--- config.mk ---
export PLATFORM = sky130hd
export DESIGN_NAME = rv_decode
export DESIGN_NICKNAME = d
export VERILOG_FILES = /design/src/logic/rv_isa_pkg.sv /design/src/logic/rv_decode.sv
export SDC_FILE = /design/constraint.sdc
export NUM_CORES = 1
export LEC_CHECK = 0
export BUFFER_PORTS_ARGS = -buffer_cell sky130_fd_sc_hd__buf_2
export CAP_MARGIN = 15
export CORE_AREA = 2 2 95 97
export DETAILED_ROUTE_END_ITERATION = 10
export DIE_AREA = 0 0 97 99
export GPL_ROUTABILITY_DRIVEN = 1
export PLACE_DENSITY_LB_ADDON = 0.15
export SYNTH_ARGS = -nofsm -noshare
export SYNTH_HDL_FRONTEND = slang
export SYNTH_SLANG_ARGS = --single-unit
--- constraint.sdc ---
create_clock -name vclk -period 6.8
set_clock_uncertainty 0.2 [all_clocks]
set_input_delay 0.68 -clock vclk [all_inputs]
set_output_delay 0.68 -clock vclk [all_outputs]
set_load 0.02 [all_outputs]
--- src/logic/rv_isa_pkg.sv ---
`default_nettype none

package rv_isa_pkg;

    // datapath widths
    localparam int XLEN       = 64;
    localparam int ILEN       = 32;
    localparam int REG_ADDR_W = 5;

    // fixed addresses, no mtvec register
    localparam logic [XLEN-1:0] RESET_PC    = 64'h0000_0000_0000_0000;
    localparam logic [XLEN-1:0] TRAP_VECTOR = 64'h0000_0000_0000_0800;

    // mstatus bit positions
    localparam int MSTATUS_MIE  = 3;
    localparam int MSTATUS_MPIE = 7;

    // interrupt flag in msb, cause 11 = machine external
    localparam logic [XLEN-1:0] MCAUSE_MEI = 64'h8000_0000_0000_000B;

    // full mret encoding, no fields vary
    localparam logic [ILEN-1:0] MRET_INSTR = 32'h3020_0073;

    // funct3 / funct7 values of the kept instructions
    localparam logic [2:0] F3_ADD = 3'b000;
    localparam logic [2:0] F3_SLL = 3'b001;
    localparam logic [2:0] F3_SLT = 3'b010;
    localparam logic [2:0] F3_SRL = 3'b101;
    localparam logic [2:0] F3_W   = 3'b010;
    localparam logic [2:0] F3_D   = 3'b011;
    localparam logic [6:0] F7_STD = 7'b000_0000;
    localparam logic [6:0] F7_SUB = 7'b010_0000;

    // major opcodes
    typedef enum logic [6:0] {
        OPC_LUI    = 7'b011_0111,
        OPC_AUIPC  = 7'b001_0111,
        OPC_OP_IMM = 7'b001_0011,
        OPC_OP     = 7'b011_0011,
        OPC_JAL    = 7'b110_1111,
        OPC_JALR   = 7'b110_0111,
        OPC_BRANCH = 7'b110_0011,
        OPC_LOAD   = 7'b000_0011,
        OPC_STORE  = 7'b010_0011,
        OPC_SYSTEM = 7'b111_0011
    } opcode_e;

    // executed operations, anything unmatched becomes OP_NOP
    typedef enum logic [4:0] {
        OP_NOP, OP_LUI, OP_AUIPC, OP_ADDI, OP_SLLI, OP_SRLI,
        OP_ADD, OP_SUB, OP_SLT, OP_JAL, OP_JALR, OP_BEQ,
        OP_LW, OP_LD, OP_SW, OP_SD, OP_MRET
    } op_e;

    // r-type field layout, other formats reuse the same slots
    typedef struct packed {
        logic [6:0]            funct7;
        logic [REG_ADDR_W-1:0] rs2;
        logic [REG_ADDR_W-1:0] rs1;
        logic [2:0]            funct3;
        logic [REG_ADDR_W-1:0] rd;
        logic [6:0]            opcode;
    } instr_t;

    typedef struct packed {
        logic            valid;
        logic [XLEN-1:0] pc;
        logic [ILEN-1:0] instr;
    } fetch_pkt_t;

    typedef struct packed {
        logic                  valid;
        op_e                   op;
        logic [REG_ADDR_W-1:0] rd;
        logic [REG_ADDR_W-1:0] rs1;
        logic [REG_ADDR_W-1:0] rs2;
        logic [XLEN-1:0]       imm;
        logic [XLEN-1:0]       pc;
    } decoded_t;

    typedef struct packed {
        logic            valid;
        logic [XLEN-1:0] target;
    } redirect_t;

endpackage

`default_nettype wire
--- src/logic/rv_decode.sv ---
`timescale 1ns/1ps
`default_nettype none

module rv_decode (
    input  wire rv_isa_pkg::fetch_pkt_t fetch_i,
    output rv_isa_pkg::decoded_t        dec_o
);
    import rv_isa_pkg::*;

    logic [ILEN-1:0] raw;
    instr_t          ins;
    // immediates for each format, all sign-extended from bit 31
    logic [XLEN-1:0] imm_u;
    logic [XLEN-1:0] imm_i;
    logic [XLEN-1:0] imm_s;
    logic [XLEN-1:0] imm_j;
    logic [XLEN-1:0] imm_b;
    op_e             op;
    logic [XLEN-1:0] imm;

    assign raw = fetch_i.instr;
    assign ins = raw;

    assign imm_u = {{32{raw[31]}}, raw[31:12], 12'b0};
    assign imm_i = {{52{raw[31]}}, raw[31:20]};
    assign imm_s = {{52{raw[31]}}, raw[31:25], raw[11:7]};
    // j and b drop bit 0, targets are halfword aligned
    assign imm_j = {{43{raw[31]}}, raw[31], raw[19:12], raw[20], raw[30:21], 1'b0};
    assign imm_b = {{51{raw[31]}}, raw[31], raw[7], raw[30:25], raw[11:8], 1'b0};

    always_comb begin
        op  = OP_NOP;
        imm = '0;
        case (ins.opcode)
            OPC_LUI: begin
                op  = OP_LUI;
                imm = imm_u;
            end
            OPC_AUIPC: begin
                op  = OP_AUIPC;
                imm = imm_u;
            end
            OPC_OP_IMM: begin
                // rv64 shifts take funct7[0] as shamt bit 5
                imm = imm_i;
                if (ins.funct3 == F3_ADD) op = OP_ADDI;
                if (ins.funct3 == F3_SLL && ins.funct7[6:1] == 6'b0) op = OP_SLLI;
                if (ins.funct3 == F3_SRL && ins.funct7[6:1] == 6'b0) op = OP_SRLI;
            end
            OPC_OP: begin
                if (ins.funct3 == F3_ADD && ins.funct7 == F7_STD) op = OP_ADD;
                if (ins.funct3 == F3_ADD && ins.funct7 == F7_SUB) op = OP_SUB;
                if (ins.funct3 == F3_SLT && ins.funct7 == F7_STD) op = OP_SLT;
            end
            OPC_JAL: begin
                op  = OP_JAL;
                imm = imm_j;
            end
            OPC_JALR: begin
                imm = imm_i;
                if (ins.funct3 == 3'b000) op = OP_JALR;
            end
            OPC_BRANCH: begin
                imm = imm_b;
                // only beq kept
                if (ins.funct3 == 3'b000) op = OP_BEQ;
            end
            OPC_LOAD: begin
                imm = imm_i;
                if (ins.funct3 == F3_W) op = OP_LW;
                if (ins.funct3 == F3_D) op = OP_LD;
            end
            OPC_STORE: begin
                imm = imm_s;
                if (ins.funct3 == F3_W) op = OP_SW;
                if (ins.funct3 == F3_D) op = OP_SD;
            end
            OPC_SYSTEM: begin
                // no csr access, mret only
                if (raw == MRET_INSTR) op = OP_MRET;
            end
            default: op = OP_NOP;
        endcase
    end

    assign dec_o = '{
        valid: fetch_i.valid,
        op:    op,
        rd:    ins.rd,
        rs1:   ins.rs1,
        rs2:   ins.rs2,
        imm:   imm,
        pc:    fetch_i.pc
    };

endmodule

`default_nettype wire

==> summary.txt <==
Drt
  • DRT antenna net count: 0
  • Drt wl/cell: roughly 17 µm
  • Final wirelength: between 5000 and 6000 µm
  • Via count: 1,416
  • DRT iter0 DRCs: 50
  • Remaining DRCs: 0
  • DR pass1 iterations: 4
  • Vias per Instance: 4.23

Hold path
  • WHS Path Cells: 0
  • Min-delay worst type: in -> out

Critical path
  • Startpoint Class: primary input
  • CP endpoint kind: output pin
  • Worst-path maximum fanout: 33
  • Crit path launch: fetch_i[2]
  • Delay of the slowest cell on the worst path: 750 ps
  • Most frequent CP cell: buf_2
  • Crit path kind: in -> out
  • CP Capture Point: dec_o[101]
  • Crit-path slowest cell: a21oi_2
  • Crit path DAT: 2810 ps
  • Crit path required time: slightly below 6000 ps
  • CP cell instances: buf_2 -> and4bb_1 -> a21oi_4 -> o21a_1 -> a21oi_2 -> buf_2

Global routing
  • Initial antenna violation count: 0
  • Total track usage: 10.4%
  • GR Overflow Total: 0
  • Pin count of the biggest net entering global routing: 34
  • First-pass GRT wire length: 8090 µm
  • Vias in the first global route: 1,327

Cells and area
  • Clkbuf count: 0
  • Sequential cell count: 0
  • Layout Nets: roughly 330
  • Register Area: 0 µm²
  • Non-Filler Instances: 335
  • Antenna Cells: 0
  • Layout cell share with drive strength beyond 1: between 50% and 60%
  • Final Core Density: around 18%
  • Syn-to-layout area delta: -10.0%

Logic synthesis
  • Post-synth cell types: 48
  • Post-synthesis sequential area ratio: 0%
  • Netlist Area Pre-Place: 1680 µm²
  • Net Count, Synth: 326
  • Mapped Cells: 229
  • Ys Warns: 0
  • Syn Area/Cell: 7.34 µm²

STA
  • Setup-failing EPs final: 0
  • Final Cycle Share: ~54%
  • Final hold violation count: 0
  • Minimum clock period: ~3700 ps
  • Max-slew violation count: 0
  • Worst-Margin Slew: between 900 and 1000 ps
  • Setup TNS: 0 ps
  • Achievable Freq: 271 MHz
  • Relative slew slack: 39.6%
  • Unrepaired setup endpoints after global routing: no

Power and ir drop
  • Overall Power: between 70 and 80 µW
  • Maximum vdd drop: 0.0175 mV
  • Logic pwr share: 100.0%
  • Sw Share: 66.2%
  • P_int: 25.0 µW
  • Lkg Pwr: 0.959 nW
  • Psw: ~50 µW
  • Clk pwr share: 0%
  • Seq pwr share: 0%
  • Power density cells: 49.0 nW/µm²

Clocking
  • Setup Buffers After CTS: 0
  • # resized after CTS: 0
  • Cts hold-fix bufs: 0

Place
  • Gpl congestion: 0.789
  • Port bufs: 116
  • Post-DP HPWL: between 4000 and 5000 µm
  • Placed Instances: 335

Floorplanning
  • Die Y-Extent: 99 µm
  • Starting Density: 19.7%
  • Top-level port count: around 250
  • Die span in x: 97 µm
  • Total core area: about 8600 µm²
  • Site Rows: 34
  • Die ar.: 9600 µm²

Status
  • Status: finished, final reports clean

Flow run
  • Max-cap viol count: 0
[through the flow]
step	worst slack, ps	area, µm²	hold WS (ps)
after global routing	2860	1510	1160
final	3110	1510	1160
after floorplan	2690	1680	1270
after detailed placement	3050	1510	1160
after global placement	3120	1510	1160
after CTS	3050	1510	1160
[routing by layer]
metal	share of wire, %	track usage [%]	routed length (µm)	up-vias
met4	0	0.108	0	0
met2	55	21.2	3090	96
met3	9.5	2.91	536	0
met1	35	11.1	2000	644
li1	-	-	-	676
met5	0	0	0	-
[cell type report]
cell class | count | area, µm²
fill | 983 | 7040
multi-input combinational | 108 | 786
timing repair buffer | 116 | 581
tap | 108 | 135
inverter | 3 | 11.3
[cells in the final DEF (no fill, tap or decap), types with 2 or more instances in the layout]
| cell type | n |
|---|---|
| nand3_1 | 5 |
| a22o_1 | 5 |
| or2_2 | 2 |
| a31oi_1 | 3 |
| inv_1 | 3 |
| nor2_1 | 12 |
| nand3b_1 | 2 |
| a21o_1 | 18 |
| a21oi_4 | 2 |
| nand4_1 | 4 |
| or3b_1 | 2 |
| a21oi_1 | 6 |
| nand2_1 | 6 |
| nor2b_1 | 6 |
| o32ai_1 | 2 |
| nor4_1 | 2 |
| buf_2 | 116 |
| o21ai_1 | 2 |
| nor4b_1 | 2 |
[cell usage after synthesis (all sizes together)]
cell    count  area [µm²]
o32ai       2        17.5
a31oi       3        18.8
nor3b       1        7.51
buf       117         883
o21a        1        7.51
nand2b      2        20.0
nand3       5        25.0
mux2i       1        10.0
clkbuf      1        5.00
nor3        2        26.3
nand2       6        22.5
o211ai      1        7.51
or2         3        18.8
or3         2        17.5
a41oi       1        8.76
and3        1        6.26
nor2       13        51.3
nand3b      2        15.0
and2b       1        8.76
nand4       4        25.0
nor4b       2        17.5
or3b        3        28.8
inv         3        11.3
a21o       19         144
o21ai       3        15.0
or2b        1        7.51
a22o        5        43.8
or4         1        7.51
and4b       1        10.0
nor4        4        46.3
o31ai       1        21.3
a32oi       1        8.76
nor2b       6        37.5
a21oi       9        67.6
and4bb      1        12.5
[worst max-delay path: cells and delay by family]
family	cells	cell delay, ps
simple gates	1	560
buf+inv	2	470
compound gates	3	1090
[power by group through the flow]
stage	Combinational, mW	Sequential [mW]	Clock, mW
final	0.0741	0	0
after global routing	0.0796	0	0
after CTS	0.0749	0	0
after detailed placement	0.0746	0	0
after global placement	0.0755	0	0
after floorplan	0.108	0	0
[cells by family after synthesis]
logic type | Yosys count | synth area share (%)
AND/OR/NAND/NOR | 61 | 24.5
buffers and inverters | 121 | 53.5
multiplexers | 1 | 0.595
AO/OA/AOI/OAI | 46 | 21.4
[how the worst min path moves through the flow]
stage / slack, ps / end / from
floorplan: 1270 / dec_o[0] / fetch_i[32]
global placement: 1160 / dec_o[14] / fetch_i[46]
detailed placement: 1160 / dec_o[14] / fetch_i[46]
CTS: 1160 / dec_o[14] / fetch_i[46]
global route: 1160 / dec_o[37] / fetch_i[69]
finish: 1160 / dec_o[148] / fetch_i[96]
Power figures use the tool's default switching activity.
