## config.mk

```make
export PLATFORM = sky130hd
export DESIGN_NAME = rv_fetch
export DESIGN_NICKNAME = d
export VERILOG_FILES = /design/src/logic/rv_isa_pkg.sv /design/src/logic/rv_fetch.sv
export SDC_FILE = /design/constraint.sdc
export NUM_CORES = 1
export LEC_CHECK = 0
export BUFFER_PORTS_ARGS = -buffer_cell sky130_fd_sc_hd__buf_2
export CORE_MARGIN = 1
export CORE_UTILIZATION = 35
export CTS_CLUSTER_SIZE = 24
export DETAILED_ROUTE_END_ITERATION = 8
export GPL_TIMING_DRIVEN = 1
export SYNTH_ARGS = -nofsm -noshare
export SYNTH_HDL_FRONTEND = slang
export SYNTH_SLANG_ARGS = --single-unit
export TNS_END_PERCENT = 10
```

## constraint.sdc

```tcl
create_clock -name clk -period 5.8 [get_ports clk]
set_clock_uncertainty 0.2 [all_clocks]
set_input_delay 0.29 -clock clk [delete_from_list [all_inputs] [get_ports clk]]
set_output_delay 0.29 -clock clk [all_outputs]
set_load 0.01 [all_outputs]
```

## src/logic/rv_isa_pkg.sv

```systemverilog
`default_nettype none

package rv_isa_pkg;

    // datapath widths
    localparam int XLEN       = 64;
    localparam int ILEN       = 32;
    localparam int REG_ADDR_W = 5;

    // fixed addresses, no mtvec register
    localparam logic [XLEN-1:0] RESET_PC    = 64'h0000_0000_0000_0000;
    localparam logic [XLEN-1:0] TRAP_VECTOR = 64'h0000_0000_0000_0800;

    // mstatus bit positions
    localparam int MSTATUS_MIE  = 3;
    localparam int MSTATUS_MPIE = 7;

    // interrupt flag in msb, cause 11 = machine external
    localparam logic [XLEN-1:0] MCAUSE_MEI = 64'h8000_0000_0000_000B;

    // full mret encoding, no fields vary
    localparam logic [ILEN-1:0] MRET_INSTR = 32'h3020_0073;

    // funct3 / funct7 values of the kept instructions
    localparam logic [2:0] F3_ADD = 3'b000;
    localparam logic [2:0] F3_SLL = 3'b001;
    localparam logic [2:0] F3_SLT = 3'b010;
    localparam logic [2:0] F3_SRL = 3'b101;
    localparam logic [2:0] F3_W   = 3'b010;
    localparam logic [2:0] F3_D   = 3'b011;
    localparam logic [6:0] F7_STD = 7'b000_0000;
    localparam logic [6:0] F7_SUB = 7'b010_0000;

    // major opcodes
    typedef enum logic [6:0] {
        OPC_LUI    = 7'b011_0111,
        OPC_AUIPC  = 7'b001_0111,
        OPC_OP_IMM = 7'b001_0011,
        OPC_OP     = 7'b011_0011,
        OPC_JAL    = 7'b110_1111,
        OPC_JALR   = 7'b110_0111,
        OPC_BRANCH = 7'b110_0011,
        OPC_LOAD   = 7'b000_0011,
        OPC_STORE  = 7'b010_0011,
        OPC_SYSTEM = 7'b111_0011
    } opcode_e;

    // executed operations, anything unmatched becomes OP_NOP
    typedef enum logic [4:0] {
        OP_NOP, OP_LUI, OP_AUIPC, OP_ADDI, OP_SLLI, OP_SRLI,
        OP_ADD, OP_SUB, OP_SLT, OP_JAL, OP_JALR, OP_BEQ,
        OP_LW, OP_LD, OP_SW, OP_SD, OP_MRET
    } op_e;

    // r-type field layout, other formats reuse the same slots
    typedef struct packed {
        logic [6:0]            funct7;
        logic [REG_ADDR_W-1:0] rs2;
        logic [REG_ADDR_W-1:0] rs1;
        logic [2:0]            funct3;
        logic [REG_ADDR_W-1:0] rd;
        logic [6:0]            opcode;
    } instr_t;

    typedef struct packed {
        logic            valid;
        logic [XLEN-1:0] pc;
        logic [ILEN-1:0] instr;
    } fetch_pkt_t;

    typedef struct packed {
        logic                  valid;
        op_e                   op;
        logic [REG_ADDR_W-1:0] rd;
        logic [REG_ADDR_W-1:0] rs1;
        logic [REG_ADDR_W-1:0] rs2;
        logic [XLEN-1:0]       imm;
        logic [XLEN-1:0]       pc;
    } decoded_t;

    typedef struct packed {
        logic            valid;
        logic [XLEN-1:0] target;
    } redirect_t;

endpackage

`default_nettype wire
```

## src/logic/rv_fetch.sv

```systemverilog
`timescale 1ns/1ps
`default_nettype none

module rv_fetch (
    input  wire                              clk,
    input  wire                              reset,
    input  wire  [rv_isa_pkg::ILEN-1:0]      instr_i,
    input  wire  rv_isa_pkg::redirect_t      redirect_i,
    input  wire                              stall_i,
    output logic [rv_isa_pkg::XLEN-1:0]      pc_o,
    output rv_isa_pkg::fetch_pkt_t           fetch_o
);
    import rv_isa_pkg::*;

    // fetch address
    logic [XLEN-1:0] pc_q;
    // instruction register and the address it came from
    logic            ir_valid_q;
    logic [XLEN-1:0] ir_pc_q;
    logic [ILEN-1:0] ir_q;

    // pc and ir valid bit
    always_ff @(posedge clk or negedge reset) begin
        if (!reset) begin
            pc_q       <= RESET_PC;
            ir_valid_q <= 1'b0;
        end else if (redirect_i.valid) begin
            // word on the bus now is from the wrong path
            pc_q       <= redirect_i.target;
            ir_valid_q <= 1'b0;
        end else if (!stall_i) begin
            pc_q       <= pc_q + XLEN'(4);
            ir_valid_q <= 1'b1;
        end
    end

    // ir payload, meaningless while ir_valid_q is low
    always_ff @(posedge clk) begin
        if (!stall_i) begin
            ir_q    <= instr_i;
            ir_pc_q <= pc_q;
        end
    end

    // instruction memory answers in the same cycle
    assign pc_o = pc_q;

    assign fetch_o = '{
        valid: ir_valid_q,
        pc:    ir_pc_q,
        instr: ir_q
    };

endmodule

`default_nettype wire

```

==> flow_summary.toml, run 1 <==
[power]
power_density_mw_per_mm2 = 303.1
vdd_drop_max_mv = 0.2101
leakagePower_nw = 4.019

[route]
dr.max_layer_used = "met4"
met2_length_um = 8965
drc = 0
wl_um = 18910
first_pass_iters = 4
wl_met3_um = 1452
met1_length_um = 8254
drt_iter0_drc = 195
vias_per_cell = 4.857
antenna_left = 0
vias = 5513
wl_per_cell_um = 16.66

[floorplanning]
io_pins = 261
row_count = 50
die_h_um = 139.8
die_w_um = 139.8
core_sq_mm = 0.01864
start_util_pct = 35.64
dieArea_sq_mm = 0.01954

[synth]
synth_warnings = 0
syn_nets = 637
yosysSeqAreaShare_pct = 67.86
synth_cell_type_count = 36
synth_area_sq_mm = 0.006645
syn-instance-count = 536
ys_seq_elements = 161
synth.avg_cell_area_sq_um = 12.40

[worst_setup_path]
critPathKind = "flop to flop"
cp-startpoint = "pc_o[23]"
cp-start-kind = "flop"
critPathMaxFanout = 10
reg2reg_to = "pc_o[60]"
cp.required_ns = 5.95
cp.arrival_ns = 3.20
r2r-start = "pc_o[23]"
end_kind = "flop"
rrSetupSlack_ns = 2.75
worstRegToRegCells = 5

[placed_design]
place_congestion = 0.7930
place_area_sq_mm = 0.008139
dp_hpwl_um = 12600
io_buffers = 260
dp_cells = 1006

[cts]
clkTransAtPathRegs_ns = 0.06
post_cts_buffers = 0
cts_resized = 0
numCtsBuffers = 17
cts_tree = "done"
clk-insertion-delay-late_ns = 0.43
cts.sinks = 161
cts_buffer_depth = 2
cts_max_level = 4
cts_root_buffer = "clkbuf_16"

[global_route]
antenna_found_initial = 0
grt_pass1_vias = 5302
overflow = 0
grt_pass1_wl_um = 29080
grt.total_usage_pct = 19.53
grt_max_degree = 104

[job]
drv_cap = 0

[sta]
setup_tns_ns = 0
clock.fmax_mhz = 327.9
slew_headroom_pct = 36.94
hold_violations = 0
fin_crit_ns = 3.050
rsz0062_at_grt = "no"
worst_pin_slew_ns = 0.9459
setup_viol_count_final = 0
report.final.slew_viol_count = 0
period_share_pct = 52.58
hold_ws_ns = 0.08098

[cells_and_area]
multiInputGateArea_sq_mm = 0.001987
num_antenna_cells = 0
layout.cells.non_filler = 1135
final_cell_mix = "buf_2, dlygate4sd3_1, edfxtp_1, nand2_1, dfrtp_1"
area_delta_synth_final_pct = 46.24
final_nets = 989
fillers = 1653
seqCellArea_sq_mm = 0.004509
utilization_pct = 52.13
stdcell_area_sq_mm = 0.009718
final_common_cell = "buf_2"
final_layout_size_suffix_gt1_share_pct = 33.41

[worst_hold_path]
hold-path-cell-count = 3
worst_hold_path.endpoint = "pc_o[2]"
min-delay-start = "stall_i"
min_path_type = "input port to flop"

[status]
outcome = "finished, final reports clean"
## sequential cells by signal, indices dropped and copies added (netlist names)
name        flops
ir_pc_q        64
ir_q           32
ir_valid_q      1
pc_o           64
## what timing repair did
action | in CTS | in global routing
hold endpoints to repair | 161 | 0
setup endpoints to repair | 0 | 0
hold buffers | 97 | 0
## layout make-up
class                           count  area share, %
Clock buffer                       18          4.416
Sequential cell                   161          46.40
Clock inverter                     14          1.841
Tap cell                          234          3.013
Inverter                            9         0.3734
Timing Repair Buffer              358          23.51
Multi-Input combinational cell    341          20.45
## worst max-delay path, cell delays in order (launching register included)
cell,delay (ns)
dfrtp_1,0.47
nand3_1,0.23
or4_1,0.79
or4_1,0.73
or3_1,0.39
a31oi_1,0.16
## stage by stage
| stage | setup slack (ns) | power [W] |
|---|---|---|
| floorplan | 2.989 | 0.001567 |
| global placement | 2.767 | 0.001745 |
| detailed placement | 2.729 | 0.001750 |
| CTS | 2.706 | 0.002975 |
| global route | 2.586 | 0.003069 |
| finish | 2.750 | 0.002945 |
## synth_stat cells
master     n  area share [%]
nand4_1   18             1.7
and4_1     5            0.66
nor2b_1    4            0.38
edfxtp_1  96              43
xnor2_1   30             4.0
clkbuf_1  19             1.1
nand4b_1   2            0.26
a21oi_1    1           0.075
or2_2      1           0.094
nor4_1    16             1.5
a211o_1    1            0.13
buf_2      2            0.15
or3_1     15             1.4
mux2_2     3            0.51
ha_1       1            0.19
and3b_1    1            0.13
o21a_1     1            0.11
and3_1     9            0.85
nor3_1    13            0.98
dfrtp_1   65              24
nand3_1   22             1.7
mux2i_1    3            0.45
nand4_4    1            0.32
or4_4      2            0.34
buf_1      1           0.056
nand2_1   73             4.1
buf_6      2            0.34
a22oi_1    4            0.45
o21ai_0   56             4.2
a31oi_1   13             1.2
xor2_1    13             1.7
nor2_1    23             1.3
nand3_2    1            0.15
or4_1      9             1.0
inv_1      9            0.51
buf_4      1            0.11
## power by group
part           internal [W]  switching, W  leakage [nW]
sequential          0.00133     0.0000860          1.71
clock              0.000685      0.000485         0.282
combinational      0.000175      0.000189          2.03
## cells by family after synthesis
group / after synthesis / synth area share, %
simple gates: 215 / 16.87
flops: 161 / 67.86
compound gates: 76 / 6.214
xor+xnor: 43 / 5.667
buf+inv: 34 / 2.241
mux: 6 / 0.9603
fa+ha+maj: 1 / 0.1883
## metal layers
metal	GRT usage, %	vias up
met4	6.478	0
li1	-	2679
met1	24.01	2597
met2	32.26	218
met3	6.435	19
met5	0	-
## worst max path at each step
| stage | end | slack [ns] | depth (start not counted) |
|---|---|---|---|
| floorplan | ir_pc_q[0] | 2.99 | 1 |
| detailed placement | pc_o[60] | 2.73 | 5 |
| finish | pc_o[60] | 2.75 | 5 |
| CTS | pc_o[60] | 2.71 | 5 |
| global route | pc_o[60] | 2.59 | 5 |
| global placement | pc_o[50] | 2.77 | 5 |
No activity file was read; power rests on OpenSTA's default activity.
==> run 2, diff against run 1 <==
Clock period 5.8 ns to 3.2 ns, I/O delays scaled along.
==> run 2 against run 1 <==
- wire length up 4.7%
- register-to-register slack lost 2.6 ns
- global-route usage increased by 1.1 points
- count of clock-buffer cells in the layout unchanged
- power is 76% higher
- non-clock buffer count up 26
- cell count grew 2.3%
- worst setup slack worse by 2.6 ns
- critical path depth up 2
- largest power group unchanged
- hold slack worse by 0.062 ns
- first-iteration DRC count is 22% higher
- sequential cell count unchanged
==> flow_summary.toml, run 2 (synthesis gave the netlist of run 1 again) <==
[placed_design]
dp_cells = 1014
place_congestion = 0.8114
io_buffers = 260
dp_hpwl_um = 13000

[sta]
report.final.slew_viol_count = 0
worst_pin_slew_ns = 0.9134
fin_crit_ns = 3.012
setup_tns_ns = 0
hold_violations = 0
period_share_pct = 94.14
rsz0062_at_grt = "no"
setup_viol_count_final = 0
clock.fmax_mhz = 332.0
slew_headroom_pct = 39.10

[worst_hold_path]
min_path_type = "input port to flop"
hold-path-cell-count = 4

[cts]
cts_buffer_depth = 2
cts_resized = 0
numCtsBuffers = 17
cts_tree = "done"
clkTransAtPathRegs_ns = 0.07
cts_max_level = 4
cts.sinks = 161
cts_root_buffer = "clkbuf_16"
clk-insertion-delay-late_ns = 0.42

[route]
vias = 5627
vias_per_cell = 4.847
drt_iter0_drc = 237
wl_um = 19800
drc = 0
antenna_left = 0
first_pass_iters = 4
wl_per_cell_um = 17.05

[worst_setup_path]
worstRegToRegCells = 7
cp.required_ns = 3.30
critPathMaxFanout = 16
cp.arrival_ns = 3.11
critPathKind = "flop to flop"
end_kind = "flop"
cp-start-kind = "flop"

[global_route]
grt_pass1_wl_um = 30820
overflow = 0
grt_max_degree = 66
grt_pass1_vias = 5675
grt.total_usage_pct = 20.63
antenna_found_initial = 0

[cells_and_area]
final_layout_size_suffix_gt1_share_pct = 33.33
fillers = 1666
final_cell_mix = "buf_2, dlygate4sd3_1, edfxtp_1, nand2_1, dfrtp_1"
num_antenna_cells = 0
final_common_cell = "buf_2"
area_delta_synth_final_pct = 49.20
utilization_pct = 53.18
layout.cells.non_filler = 1161
final_nets = 1015

[floorplanning]
io_pins = 261
start_util_pct = 35.64
die_w_um = 139.8
core_sq_mm = 0.01864
dieArea_sq_mm = 0.01954
die_h_um = 139.8
row_count = 50

[power]
vdd_drop_max_mv = 0.3645
leakagePower_nw = 4.106
power_density_mw_per_mm2 = 522.7

[job]
drv_cap = 0

[status]
outcome = "finished, final reports clean"
==> run 2: cell types whose count changed in the layout (fill, tap and decap cells not counted), moves of 3 or more <==
cell / change
dlygate4sd3_1: +18
buf_4: +7
bufinv_16: -3
clkinv_4: +3
==> run 2: metal layers <==
metal	global-route usage [%]	part of all wire, %	up-vias	wire, um
li1	-	-	2733	-
met1	25.63	43	2627	8437
met2	33.89	48	241	9440
met3	7.089	8.0	26	1582
met4	6.131	1.7	0	340
met5	0	0	-	0
==> run 2: power breakdown <==
part	total, W	switching, W	internal (W)
clock	0.00192	0.000905	0.00102
sequential	0.00256	0.000160	0.00240
combinational	0.000697	0.000353	0.000344
total	0.00518	0.00142	0.00376
==> run 2: critical path: stages, from the launching register on <==
cell           delay [ns]
dfrtp_1              0.52
nand4_4              0.20
or4_4                0.56
buf_4                0.23
nor4_1               0.36
xnor2_1              0.16
o21ai_0              0.08
dlygate4sd3_1        0.57
==> run 2: worst paths after layout <==
path                          start    endpoint  slack, ns
max                        pc_o[10]    pc_o[41]       0.19
min                         stall_i     pc_o[4]       0.02
max reg2reg                pc_o[10]    pc_o[41]       0.19
min reg2reg                 pc_o[1]  ir_pc_q[1]       0.28
max in group asynchronous     reset    pc_o[62]       1.97
min in group asynchronous     reset    pc_o[25]       0.21
==> run 2: area by class of cell <==
class / count / area, sq um / area share [%]
clock buffer: 18 / 429.2 / 4.329
clock inverter: 14 / 122.6 / 1.237
inverter: 9 / 36.28 / 0.3660
multi-input combinational: 341 / 1987 / 20.04
sequential: 161 / 4509 / 45.48
tap: 234 / 292.8 / 2.953
timing repair buffer: 384 / 2537 / 25.59
==> run 2: stage by stage <==
stage          cell area (sq um)  hold WS [ns]  setup slack, ns  total power (W)
3_3_place_gp                8212        0.1358           0.4364         0.003166
3_5_place_dp                8212        0.1383           0.3666         0.003178
6_report                    9915       0.01942           0.1876         0.005182
2_1_floorplan               6645       -0.3356           0.4523         0.002840
5_1_grt                     9915       0.07959          0.03140         0.005397
4_1_cts                     9915      0.008733           0.2198         0.005232
==> run 2: what timing repair did <==
action,in CTS,in global routing
buffers inserted,0,0
endpoints found under the hold margin,161,0
hold buffers,115,0
